`src/hdl/kalman_consts.svh`:
```
// Kalman tracker constants
// Fixed-point format, display width, APB register map and reset values

`ifndef KALMAN_CONSTS_SVH
`define KALMAN_CONSTS_SVH

// Fixed-point format, two's complement
`define KALMAN_ARCH_W   18
`define KALMAN_ARCH_F   6

// Measurement and estimate coordinates
`define KALMAN_DISP_W   11
`define KALMAN_NUM_AXES 2

// Estimate counter and APB address widths
`define KALMAN_CNT_W    16
`define KALMAN_ADDR_W   8

// Register map
`define KALMAN_REG_CTRL  8'h00
`define KALMAN_REG_DT    8'h04
`define KALMAN_REG_KPOS  8'h08
`define KALMAN_REG_KVEL  8'h0C
`define KALMAN_REG_COUNT 8'h10

// Reset values in fixed point, 1.0 / 0.5 / 0.25
`define KALMAN_DT_RST   64
`define KALMAN_KPOS_RST 32
`define KALMAN_KVEL_RST 16

`endif

```
`src/hdl/kalman_pkg.sv`:
```
// Kalman tracker types
// Fixed-point words, per-axis vectors, gain set, APB bundles and sequencer states

`include "kalman_consts.svh"

package kalman_pkg;

	//////////////////////////////////////////////////////////////////////
	// Plain vectors
	//////////////////////////////////////////////////////////////////////

	// Signed fixed point with KALMAN_ARCH_F fraction bits
	typedef logic signed [`KALMAN_ARCH_W-1:0] fix_t;

	// Unsigned pixel coordinate
	typedef logic [`KALMAN_DISP_W-1:0] disp_t;

	// Number of estimates produced since reset or clear
	typedef logic [`KALMAN_CNT_W-1:0] cnt_t;

	// One word per axis, index 0 is x and index 1 is y
	typedef fix_t [`KALMAN_NUM_AXES-1:0] axis_vec_t;

	//////////////////////////////////////////////////////////////////////
	// Bundles
	//////////////////////////////////////////////////////////////////////

	// Steady-state filter settings shared by all axes
	typedef struct packed {
		fix_t dt;
		fix_t kpos;
		fix_t kvel;
	} kalman_gain_t;

	typedef struct packed {
		logic                      psel;
		logic                      penable;
		logic                      pwrite;
		logic [`KALMAN_ADDR_W-1:0] paddr;
		logic [31:0]               pwdata;
	} apb_req_t;

	typedef struct packed {
		logic [31:0] prdata;
		logic        pready;
		logic        pslverr;
	} apb_rsp_t;

	// Measurement sequencer
	typedef enum logic [1:0] {
		SEQ_IDLE,
		SEQ_PREDICT,
		SEQ_UPDATE
	} seq_state_e;

endpackage

```
`src/hdl/axis_tracker.sv`:
```
// Single-axis tracker
// Position and velocity state with a constant-velocity prediction and a
// steady-state gain correction by the measurement residual

`timescale 1ns/100ps

`include "kalman_consts.svh"

module axis_tracker (
	input  logic                     clk,
	input  logic                     aresetn,
	input  logic                     i_clear,
	input  kalman_pkg::kalman_gain_t i_gains,
	input  kalman_pkg::fix_t         i_meas,
	input  logic                     i_predict,
	input  logic                     i_update,
	output kalman_pkg::fix_t         o_pos
);

	import kalman_pkg::*;

	fix_t pos;
	fix_t vel;
	fix_t pos_pred;
	fix_t residual;
	fix_t dt_vel;
	fix_t kpos_res;
	fix_t kvel_res;

	// Fixed-point product, floor rounding, wraps to the word width
	function automatic fix_t fix_mul(input fix_t a, input fix_t b);
		logic signed [2*`KALMAN_ARCH_W-1:0] prod;
		logic signed [2*`KALMAN_ARCH_W-1:0] prod_sh;
		prod    = a * b;
		prod_sh = prod >>> `KALMAN_ARCH_F;
		return prod_sh[`KALMAN_ARCH_W-1:0];
	endfunction

	//////////////////////////////////////////////////////////////////////
	// Datapath
	//////////////////////////////////////////////////////////////////////

	assign dt_vel   = fix_mul(i_gains.dt, vel);
	assign residual = i_meas - pos_pred;
	assign kpos_res = fix_mul(i_gains.kpos, residual);
	assign kvel_res = fix_mul(i_gains.kvel, residual);

	// Predicted position, taken at the end of the predict cycle
	always_ff @(posedge clk or negedge aresetn) begin
		if (!aresetn) begin
			pos_pred <= '0;
		end else if (i_clear) begin
			pos_pred <= '0;
		end else if (i_predict) begin
			pos_pred <= pos + dt_vel;
		end
	end

	// Corrected state, taken at the end of the update cycle
	always_ff @(posedge clk or negedge aresetn) begin
		if (!aresetn) begin
			pos <= '0;
			vel <= '0;
		end else if (i_clear) begin
			pos <= '0;
			vel <= '0;
		end else if (i_update) begin
			pos <= pos_pred + kpos_res;
			vel <= vel + kvel_res;
		end
	end

	assign o_pos = pos;

endmodule

```
`src/hdl/estimate_collector.sv`:
```
// Estimate collector
// Cuts both positions to display width one cycle after an update,
// flags them with a single-cycle valid and counts the estimates

`timescale 1ns/100ps

`include "kalman_consts.svh"

module estimate_collector (
	input  logic                  clk,
	input  logic                  aresetn,
	input  logic                  i_clear,
	input  kalman_pkg::axis_vec_t i_pos,
	input  logic                  i_update,
	output kalman_pkg::disp_t     o_z_x_new,
	output kalman_pkg::disp_t     o_z_y_new,
	output logic                  o_est_valid,
	output kalman_pkg::cnt_t      o_est_count
);

	import kalman_pkg::*;

	// High in the cycle after the update, when the new positions are settled
	logic upd_q;

	always_ff @(posedge clk or negedge aresetn) begin
		if (!aresetn) begin
			upd_q       <= 1'b0;
			o_est_valid <= 1'b0;
			o_z_x_new   <= '0;
			o_z_y_new   <= '0;
		end else begin
			upd_q       <= i_update;
			o_est_valid <= upd_q;
			if (upd_q) begin
				// Integer part of the position, low display bits
				o_z_x_new <= i_pos[0][`KALMAN_ARCH_F+`KALMAN_DISP_W-1:`KALMAN_ARCH_F];
				o_z_y_new <= i_pos[1][`KALMAN_ARCH_F+`KALMAN_DISP_W-1:`KALMAN_ARCH_F];
			end
		end
	end

	// Wraps at the counter width
	always_ff @(posedge clk or negedge aresetn) begin
		if (!aresetn) begin
			o_est_count <= '0;
		end else if (i_clear) begin
			o_est_count <= '0;
		end else if (upd_q) begin
			o_est_count <= o_est_count + 1'b1;
		end
	end

endmodule

```
`src/hdl/kalman_regs.sv`:
```
// Kalman tracker APB register block
// Holds the time step and the two steady-state gains, issues the clear
// pulse and reads back the estimate count. No wait states.

`timescale 1ns/100ps

`include "kalman_consts.svh"

module kalman_regs (
	input  logic                     clk,
	input  logic                     aresetn,
	input  kalman_pkg::apb_req_t     i_apb,
	input  kalman_pkg::cnt_t         i_est_count,
	output kalman_pkg::apb_rsp_t     o_apb,
	output kalman_pkg::kalman_gain_t o_gains,
	output logic                     o_clear
);

	import kalman_pkg::*;

	logic        access;
	logic        wr_en;
	logic        addr_ok;
	logic        count_wr;
	logic [31:0] rdata;

	// Fixed-point registers read back sign-extended
	function automatic logic [31:0] ext_fix(input fix_t v);
		return {{(32-`KALMAN_ARCH_W){v[`KALMAN_ARCH_W-1]}}, v};
	endfunction

	//////////////////////////////////////////////////////////////////////
	// Access decode
	//////////////////////////////////////////////////////////////////////

	// Access phase is the second cycle of every transfer
	assign access   = i_apb.psel && i_apb.penable;
	assign wr_en    = access && i_apb.pwrite;
	assign count_wr = i_apb.pwrite && (i_apb.paddr == `KALMAN_REG_COUNT);

	always_comb begin
		addr_ok = 1'b1;
		rdata   = '0;
		case (i_apb.paddr)
			`KALMAN_REG_CTRL: rdata = '0;
			`KALMAN_REG_DT: rdata = ext_fix(o_gains.dt);
			`KALMAN_REG_KPOS: rdata = ext_fix(o_gains.kpos);
			`KALMAN_REG_KVEL: rdata = ext_fix(o_gains.kvel);
			`KALMAN_REG_COUNT: rdata = {{(32-`KALMAN_CNT_W){1'b0}}, i_est_count};
			default: addr_ok = 1'b0;
		endcase
	end

	assign o_apb.prdata  = rdata;
	assign o_apb.pready  = 1'b1;
	assign o_apb.pslverr = access && (!addr_ok || count_wr);

	//////////////////////////////////////////////////////////////////////
	// Registers
	//////////////////////////////////////////////////////////////////////

	always_ff @(posedge clk or negedge aresetn) begin
		if (!aresetn) begin
			o_gains.dt   <= fix_t'(`KALMAN_DT_RST);
			o_gains.kpos <= fix_t'(`KALMAN_KPOS_RST);
			o_gains.kvel <= fix_t'(`KALMAN_KVEL_RST);
		end else if (wr_en) begin
			case (i_apb.paddr)
				`KALMAN_REG_DT: o_gains.dt <= fix_t'(i_apb.pwdata[`KALMAN_ARCH_W-1:0]);
				`KALMAN_REG_KPOS: o_gains.kpos <= fix_t'(i_apb.pwdata[`KALMAN_ARCH_W-1:0]);
				`KALMAN_REG_KVEL: o_gains.kvel <= fix_t'(i_apb.pwdata[`KALMAN_ARCH_W-1:0]);
				default: ;
			endcase
		end
	end

	// CTRL bit 0 is self-clearing, one cycle after the write
	always_ff @(posedge clk or negedge aresetn) begin
		if (!aresetn) begin
			o_clear <= 1'b0;
		end else begin
			o_clear <= wr_en && (i_apb.paddr == `KALMAN_REG_CTRL) && i_apb.pwdata[0];
		end
	end

endmodule

```
`src/hdl/kalman_top.sv`:
```
// Kalman tracker top level
// Connects the APB registers, the measurement sequencer, one tracker
// per axis and the estimate collector

`timescale 1ns/100ps

`include "kalman_consts.svh"

module kalman_top (
	input  logic                  clk,
	input  logic                  aresetn,
	input  kalman_pkg::apb_req_t  i_apb,
	output kalman_pkg::apb_rsp_t  o_apb,
	input  kalman_pkg::disp_t     i_z_x,
	input  kalman_pkg::disp_t     i_z_y,
	input  logic                  i_meas_valid,
	output logic                  o_meas_ready,
	output kalman_pkg::disp_t     o_z_x_new,
	output kalman_pkg::disp_t     o_z_y_new,
	output logic                  o_est_valid
);

	import kalman_pkg::*;

	kalman_gain_t gains;
	logic         clear;
	axis_vec_t    meas;
	axis_vec_t    pos;
	logic         predict;
	logic         update;
	cnt_t         est_count;

	kalman_regs u_regs (
		.clk         (clk),
		.aresetn     (aresetn),
		.i_apb       (i_apb),
		.i_est_count (est_count),
		.o_apb       (o_apb),
		.o_gains     (gains),
		.o_clear     (clear)
	);

	meas_sequencer u_seq (
		.clk          (clk),
		.aresetn      (aresetn),
		.i_z_x        (i_z_x),
		.i_z_y        (i_z_y),
		.i_meas_valid (i_meas_valid),
		.o_meas_ready (o_meas_ready),
		.o_meas       (meas),
		.o_predict    (predict),
		.o_update     (update)
	);

	// The axes do not interact, so each one gets its own tracker
	for (genvar ax = 0; ax < `KALMAN_NUM_AXES; ax++) begin : g_axis
		axis_tracker u_tracker (
			.clk       (clk),
			.aresetn   (aresetn),
			.i_clear   (clear),
			.i_gains   (gains),
			.i_meas    (meas[ax]),
			.i_predict (predict),
			.i_update  (update),
			.o_pos     (pos[ax])
		);
	end

	estimate_collector u_collect (
		.clk         (clk),
		.aresetn     (aresetn),
		.i_clear     (clear),
		.i_pos       (pos),
		.i_update    (update),
		.o_z_x_new   (o_z_x_new),
		.o_z_y_new   (o_z_y_new),
		.o_est_valid (o_est_valid),
		.o_est_count (est_count)
	);

endmodule

```
`src/hdl/meas_sequencer.sv`:
```
// Measurement sequencer
// Takes one measurement pair per valid/ready handshake, converts it to
// fixed point and steps the trackers through predict then update

`timescale 1ns/100ps

`include "kalman_consts.svh"

module meas_sequencer (
	input  logic                  clk,
	input  logic                  aresetn,
	input  kalman_pkg::disp_t     i_z_x,
	input  kalman_pkg::disp_t     i_z_y,
	input  logic                  i_meas_valid,
	output logic                  o_meas_ready,
	output kalman_pkg::axis_vec_t o_meas,
	output logic                  o_predict,
	output logic                  o_update
);

	import kalman_pkg::*;

	seq_state_e state;
	seq_state_e state_nxt;
	logic       started;
	logic       accept;

	// Integer pixel to fixed point, always positive
	function automatic fix_t to_fix(input disp_t z);
		return {{(`KALMAN_ARCH_W-`KALMAN_DISP_W-`KALMAN_ARCH_F){1'b0}}, z,
			{`KALMAN_ARCH_F{1'b0}}};
	endfunction

	// Holds ready low for the first cycle out of reset
	always_ff @(posedge clk or negedge aresetn) begin
		if (!aresetn) begin
			started <= 1'b0;
		end else begin
			started <= 1'b1;
		end
	end

	assign o_meas_ready = started && (state == SEQ_IDLE);
	assign accept       = o_meas_ready && i_meas_valid;

	//////////////////////////////////////////////////////////////////////
	// FSM
	//////////////////////////////////////////////////////////////////////

	always_comb begin
		state_nxt = state;
		case (state)
			SEQ_IDLE: if (accept) state_nxt = SEQ_PREDICT;
			SEQ_PREDICT: state_nxt = SEQ_UPDATE;
			SEQ_UPDATE: state_nxt = SEQ_IDLE;
			default: state_nxt = SEQ_IDLE;
		endcase
	end

	always_ff @(posedge clk or negedge aresetn) begin
		if (!aresetn) begin
			state <= SEQ_IDLE;
		end else begin
			state <= state_nxt;
		end
	end

	// Step strobes follow the state directly
	assign o_predict = (state == SEQ_PREDICT);
	assign o_update  = (state == SEQ_UPDATE);

	// Measurement pair, stable until the next accept
	always_ff @(posedge clk) begin
		if (accept) begin
			o_meas[0] <= to_fix(i_z_x);
			o_meas[1] <= to_fix(i_z_y);
		end
	end

endmodule

```
`config.mk`:
```
export PLATFORM = sky130hd
export DESIGN_NAME = kalman_top
export DESIGN_NICKNAME = d
export VERILOG_FILES = /design/src/hdl/kalman_pkg.sv /design/src/hdl/axis_tracker.sv /design/src/hdl/estimate_collector.sv /design/src/hdl/kalman_regs.sv /design/src/hdl/kalman_top.sv /design/src/hdl/meas_sequencer.sv
export VERILOG_INCLUDE_DIRS = /design/src /design/src/hdl
export SDC_FILE = /design/constraint.sdc
export NUM_CORES = 2
export LEC_CHECK = 0
export BUFFER_PORTS_ARGS = -buffer_cell sky130_fd_sc_hd__buf_2
export CAP_MARGIN = 20
export CORE_ASPECT_RATIO = 1.75
export CORE_MARGIN = 2
export CORE_UTILIZATION = 35
export DETAILED_ROUTE_END_ITERATION = 7
export PLACE_DENSITY = 0.61
export SYNTH_ARGS = -nofsm -noshare
export SYNTH_HDL_FRONTEND = slang
export SYNTH_HIERARCHICAL = 1
export SYNTH_SLANG_ARGS = --single-unit
```
`constraint.sdc`:
```
create_clock -name clk -period 12.6 [get_ports clk]
set_input_delay 2.52 -clock clk [delete_from_list [all_inputs] [get_ports clk]]
set_output_delay 2.52 -clock clk [all_outputs]
set_load 0.01 [all_outputs]
```
Word-level counts from Yosys, hierarchy flattened
Index checks and enable logic that the tools add are counted.
{ "op_classes": {"addsub": 9, "n_mux": 18, "multipliers": 6, "n_eq_ne": 7, "reduce_logical": 19} }
{ "op_table": {"columns": ["op", "n"], "rows": [
  ["$mux 18", 12],
  ["$mul 18x18->24", 6],
  ["$pmux 32 s4", 1],
  ["$add 18x18->18", 6],
  ["$sub 18x18->18", 2],
  ["$mux 16", 2],
  ["$add 16x1->16 const B", 1],
  ["$eq 8x4->1 const B", 2],
  ["$eq 8x3->1 const B", 1],
  ["$eq 8x5->1 const B", 1],
  ["$logic_and 1x1->1", 8],
  ["$logic_not 8->1", 1],
  ["$reduce_and 2->1", 3],
  ["$reduce_bool 2->1", 3],
  ["$reduce_or 5->1", 1],
  ["$pmux 2 s2", 1],
  ["$eq 2x1->1 const B", 1],
  ["$eq 2x2->1 const B", 1],
  ["$logic_not 2->1", 1],
  ["$mux 2", 1],
  ["$ne 2x1->1 const B", 1],
  ["$logic_not 1->1", 1],
  ["$logic_or 1x1->1", 1],
  ["$mux 1", 1]
]} }
{ "word_totals": {"word_cells": 78, "output_inout_bits": 58, "ff_bits": 228} }

Logic depth before layout (Yosys ltp)
{ "depth": {"depth_word": 6, "depth_mapped": 44} }

Modules after synthesis
The synthesis kept the hierarchy.
{ "modules_own_cells": {"columns": ["mod", "area_per_inst_um2", "cells_per_inst", "seq_area_each_um2", "instances"], "rows": [
  ["axis_tracker at g_axis[0].u_tracker", 29341.9, 3400, 1351.3, 1],
  ["axis_tracker at g_axis[1].u_tracker", 29235.5, 3389, 1351.3, 1],
  ["kalman_regs", 2941.6, 213, 1380.1, 1],
  ["estimate_collector", 1662.8, 127, 1001.0, 1],
  ["meas_sequencer", 902.1, 47, 735.7, 1]
]} }

Worst setup path before layout
No wires, ideal clock.
{ "synth_timing": {"path_type": "register -> register", "from": "reg g_axis[1].u_tracker.pos_pred[1]", "to": "reg g_axis[1].u_tracker.pos[17]", "n_path_buf": 1, "path_stages_with_launch": 38, "required_ns": 12.477, "t_arrival_ns": 8.661, "setup_ns": 0.123, "path_slack_ns": 3.816, "period_less_slack_ns": 8.784, "cell_sequence": "dfrtp_1 inv_1 ha_1 nor2b_1 o31a_1 o21ai_0 a31oi_1 a21oi_1 o21bai_1 a21oi_1 xnor2_1 clkbuf_1 nand2_1 fa_1 fa_1 inv_1 fa_1 fa_1 [2 not listed] fa_1 inv_1 ha_1 and3_1 a211oi_1 o21bai_1 a21oi_1 xnor2_1 ha_1 inv_1 o41ai_1 a21o_1 a21oi_1 xnor2_1 xnor2_1 xnor3_1 xnor2_1 o21ai_1"} }
{ "synth_via": {"elab_chain_len": 5} }
{ "synth_lines": {"columns": ["element", "line", "source"], "rows": [
  ["start, declared", "axis_tracker.sv:24", "fix_t pos_pred;"],
  ["start signal, assigned", "axis_tracker.sv:55", "pos_pred <= pos + dt_vel;"],
  ["$sub 18x18->18", "axis_tracker.sv:44", "assign residual = i_meas - pos_pred;"],
  ["$mul 18x18->24", "axis_tracker.sv:34", "prod = a * b;"],
  ["$add 18x18->18 *", "axis_tracker.sv:68", "pos <= pos_pred + kpos_res;"],
  ["$mux 18 *", "axis_tracker.sv:67", "end else if (i_update) begin"],
  ["$mux 18 *", "axis_tracker.sv:64", "end else if (i_clear) begin"],
  ["end signal, assigned", "axis_tracker.sv:68", null],
  ["end, declared", "axis_tracker.sv:22", "fix_t pos;"]
]} }
Every way passes the cells marked *; elsewhere a longest branch is shown, timed or not. The select of a mux whose other input is x is not followed.
A chain may end at the register's enable or synchronous reset.

Final worst setup path
Ends and elaborated chain as after synthesis.

==> flow_summary.toml <==
[route]
ant_nets = 0
avgViaCountPerCell = 5.01
drt_pass1_iterations = 5
vias = 47868
postRouteWirelength_um = 182000
post_drt_wl_per_cell_um = 19.1
top_layer = "met5"
drtIter0Drc = 2365
route.met3.wl_um = 7600
drc = 0
wl_met2_um = 97600
wl_met1_um = 64900

[clock_tree]
clockBufferDepth = 3
postCtsSetupRepairBufs = 0
ctsResizeCount = 0
cts_buffers = 23
clk_latency_ns = 0.62
clk_pin_slew_ns = 0.07
root_buffer = "clkbuf_16"
cts.htree.levels = 1
cts_tree = "built"
clock-sinks = 228
cts_hold_buf = 0

[sta]
hold_violations = 0
period_minus_slack_ns = 10.34
grt_setup_unrepaired = "no"
finalMaxSlewViolations = 0
period_share_pct = 82.1
setup_ws_ns = 2.26
worst_slew_pin_slew_ns = 1.00
skew_ns = 0.0334
fmax_mhz = 96.7
relSlewSlack_pct = 33.1
timing.setup.tns_ns = 0
hold_slack_ns = 0.503
setup_viol = 0

[finish]
final_cells = 9546
final_util_pct = 37.5
nets = 8989
syn2layout_area_growth_pct = 6.38
seqCellArea_mm2 = 0.00583
layout_commonest_cell = "inv_1"
layout_common_cells = "inv_1 (1653), fa_1 (1220), nand2_1 (878)"
drive_above_1_share_pct = 5.91
fillCellCount = 18404
post-route-cell-area_mm2 = 0.0682
multi_input_area_mm2 = 0.0509

[floorplanning]
die_width_um = 327
row_count = 207
coreArea_mm2 = 0.182
dieArea_mm2 = 0.187
start_util_pct = 35.2
ioPinCount = 126
fp.dieH_um = 570

[place]
placed_cells = 9502
pre_cts_slack_ns = 2.30
gp_congestion = 0.882
numPortBuffers = 110
place_hpwl_um = 144000
postPlaceCellArea_mm2 = 0.0674

[critical_path]
cp.arrival_ns = 10.82
slowest_stage = "o41ai_1"
crit_required_ns = 13.08
cp-end-kind = "flip-flop"
start_kind = "flip-flop"
critical_path.most_common_cell = "fa_1"
crit_type = "flip-flop to flip-flop"
startpoint = "g_axis[1].u_tracker/pos_pred[1]"
timing.rr.start = "g_axis[1].u_tracker/pos_pred[1]"
critPathMaxStageDelay_ns = 0.55
path_max_fanout = 16

[synth]
yosysWarnings = 6
synth_area_per_cell_um2 = 8.93
ys_seq_area_share_pct = 9.08
synth_edf_count = 22
synthCells = 7176
synth_async_sr_flop_share_pct = 90.4
ys.flop_type = "dfrtp_1"
synthDistinctLibCells = 88
ys_seq_elements = 228
syn_area_mm2 = 0.0641

[grt]
grt_use_total_pct = 20.0
grt_pass1_vias = 53216
grt_pass1_wl_um = 291000
grt-ovfl-total = 0
grt_max_degree = 73
antenna_found_initial = 6

[worst_hold_path]
min_from = "u_collect/o_z_x_new[1]"
hold_path_class = "flip-flop to flip-flop"

[power_and_ir_drop]
clkPwrFrac_pct = 7.9
p_seq_share_pct = 14.4
p_comb_share_pct = 77.7
cell_internal_pwr_mw = 4.14
p_sw_mw = 5.40
switching_share_pct = 56.6
leakage_nw = 34.1
ir_drop_uv = 150
power_density_mw_per_mm2 = 140
p_total_mw = 9.54

[job]
drv_cap = 0

[outcome]
status = "finished clean"
[final cells by class]
class                      count  share of cell area (%)
sequential                   228                    8.55
tap                         2403                    4.41
antenna                        1                 0.00367
multi-input combinational   4986                    74.6
inverter                    1657                    9.12
clock buffer                  28                   0.918
clock inverter                13                   0.189
timing repair buffer         230                    2.18
[worst max-delay path: cells and delay by family, from the launching register on]
family	cells	cell delay, ns
xor gates and xnor gates	6	1.24
AOI/OAI and AO/OA	14	3.43
DFF	1	0.39
and+or+nand+nor	3	0.63
buffers and inverters	6	0.57
adders and majority gates	9	3.92
[per-layer routing]
layer | track usage [%] | vias up
li1 | - | 21307
met1 | 21.3 | 24534
met2 | 38.2 | 1408
met3 | 1.64 | 613
met4 | 11.3 | 6
met5 | 0 | -
[cells by family after synthesis]
| logic type | after synthesis | synth area share, % |
|---|---|---|
| compound gates | 513 | 5.18 |
| simple gates | 2148 | 16.7 |
| other cells | 3 | 0.0176 |
| xor+xnor | 367 | 5.30 |
| mux | 147 | 2.58 |
| flops | 228 | 9.08 |
| fa+ha+maj | 1795 | 49.3 |
| buf+inv | 1975 | 11.9 |
[synth_stat cells (54+ instances only)]
cell type,number,share of area (%)
dfrtp_1,203,7.9
mux2i_1,64,1.0
xor2_1,66,0.90
ha_1,575,11
fa_1,1220,38
nand2b_1,146,1.4
clkbuf_1,264,1.5
nor2b_1,62,0.61
nor2_1,255,1.5
a21oi_1,157,1.2
mux2_2,63,1.1
inv_1,1653,9.7
nor3_1,54,0.42
nand2_1,878,5.1
and2_1,558,5.4
o21ai_0,105,0.82
xnor2_1,287,3.9
[path summary, 6_finish.rpt]
kind,to,slack (ns),depth (start not counted)
setup reg to reg,g_axis[1].u_tracker/o_pos[17],2.26,38
max in group asynchronous,u_collect/o_z_x_new[6],8.77,3
hold reg to reg,u_collect/o_z_x_new[1],0.50,1
hold / removal,u_collect/o_z_x_new[1],0.50,1
setup / recovery,g_axis[1].u_tracker/o_pos[17],2.26,38
min in group asynchronous,u_collect/o_z_y_new[0],1.81,1
[state kept, by name (all words and copies together) (netlist names)]
name                       flops
u_regs/o_clear                 1
u_collect/upd_q                1
u_collect/o_z_x_new           11
u_seq/state                    2
u_collect/o_est_count         16
g_axis.u_tracker/vel          36
u_seq/started                  1
u_seq/o_meas                  22
u_regs/o_gains                54
u_collect/o_z_y_new           11
u_collect/o_est_valid          1
g_axis.u_tracker/o_pos        36
g_axis.u_tracker/pos_pred     36
[power groups by stage]
stage	Clock, mW	Combinational (mW)	Sequential (mW)
floorplan	0	5.06	1.10
global placement	0	7.25	1.38
detailed placement	0	7.36	1.39
CTS	0.785	7.43	1.37
global route	0.800	8.13	1.40
finish	0.757	7.41	1.37
(Power assumes the default switching activity.)
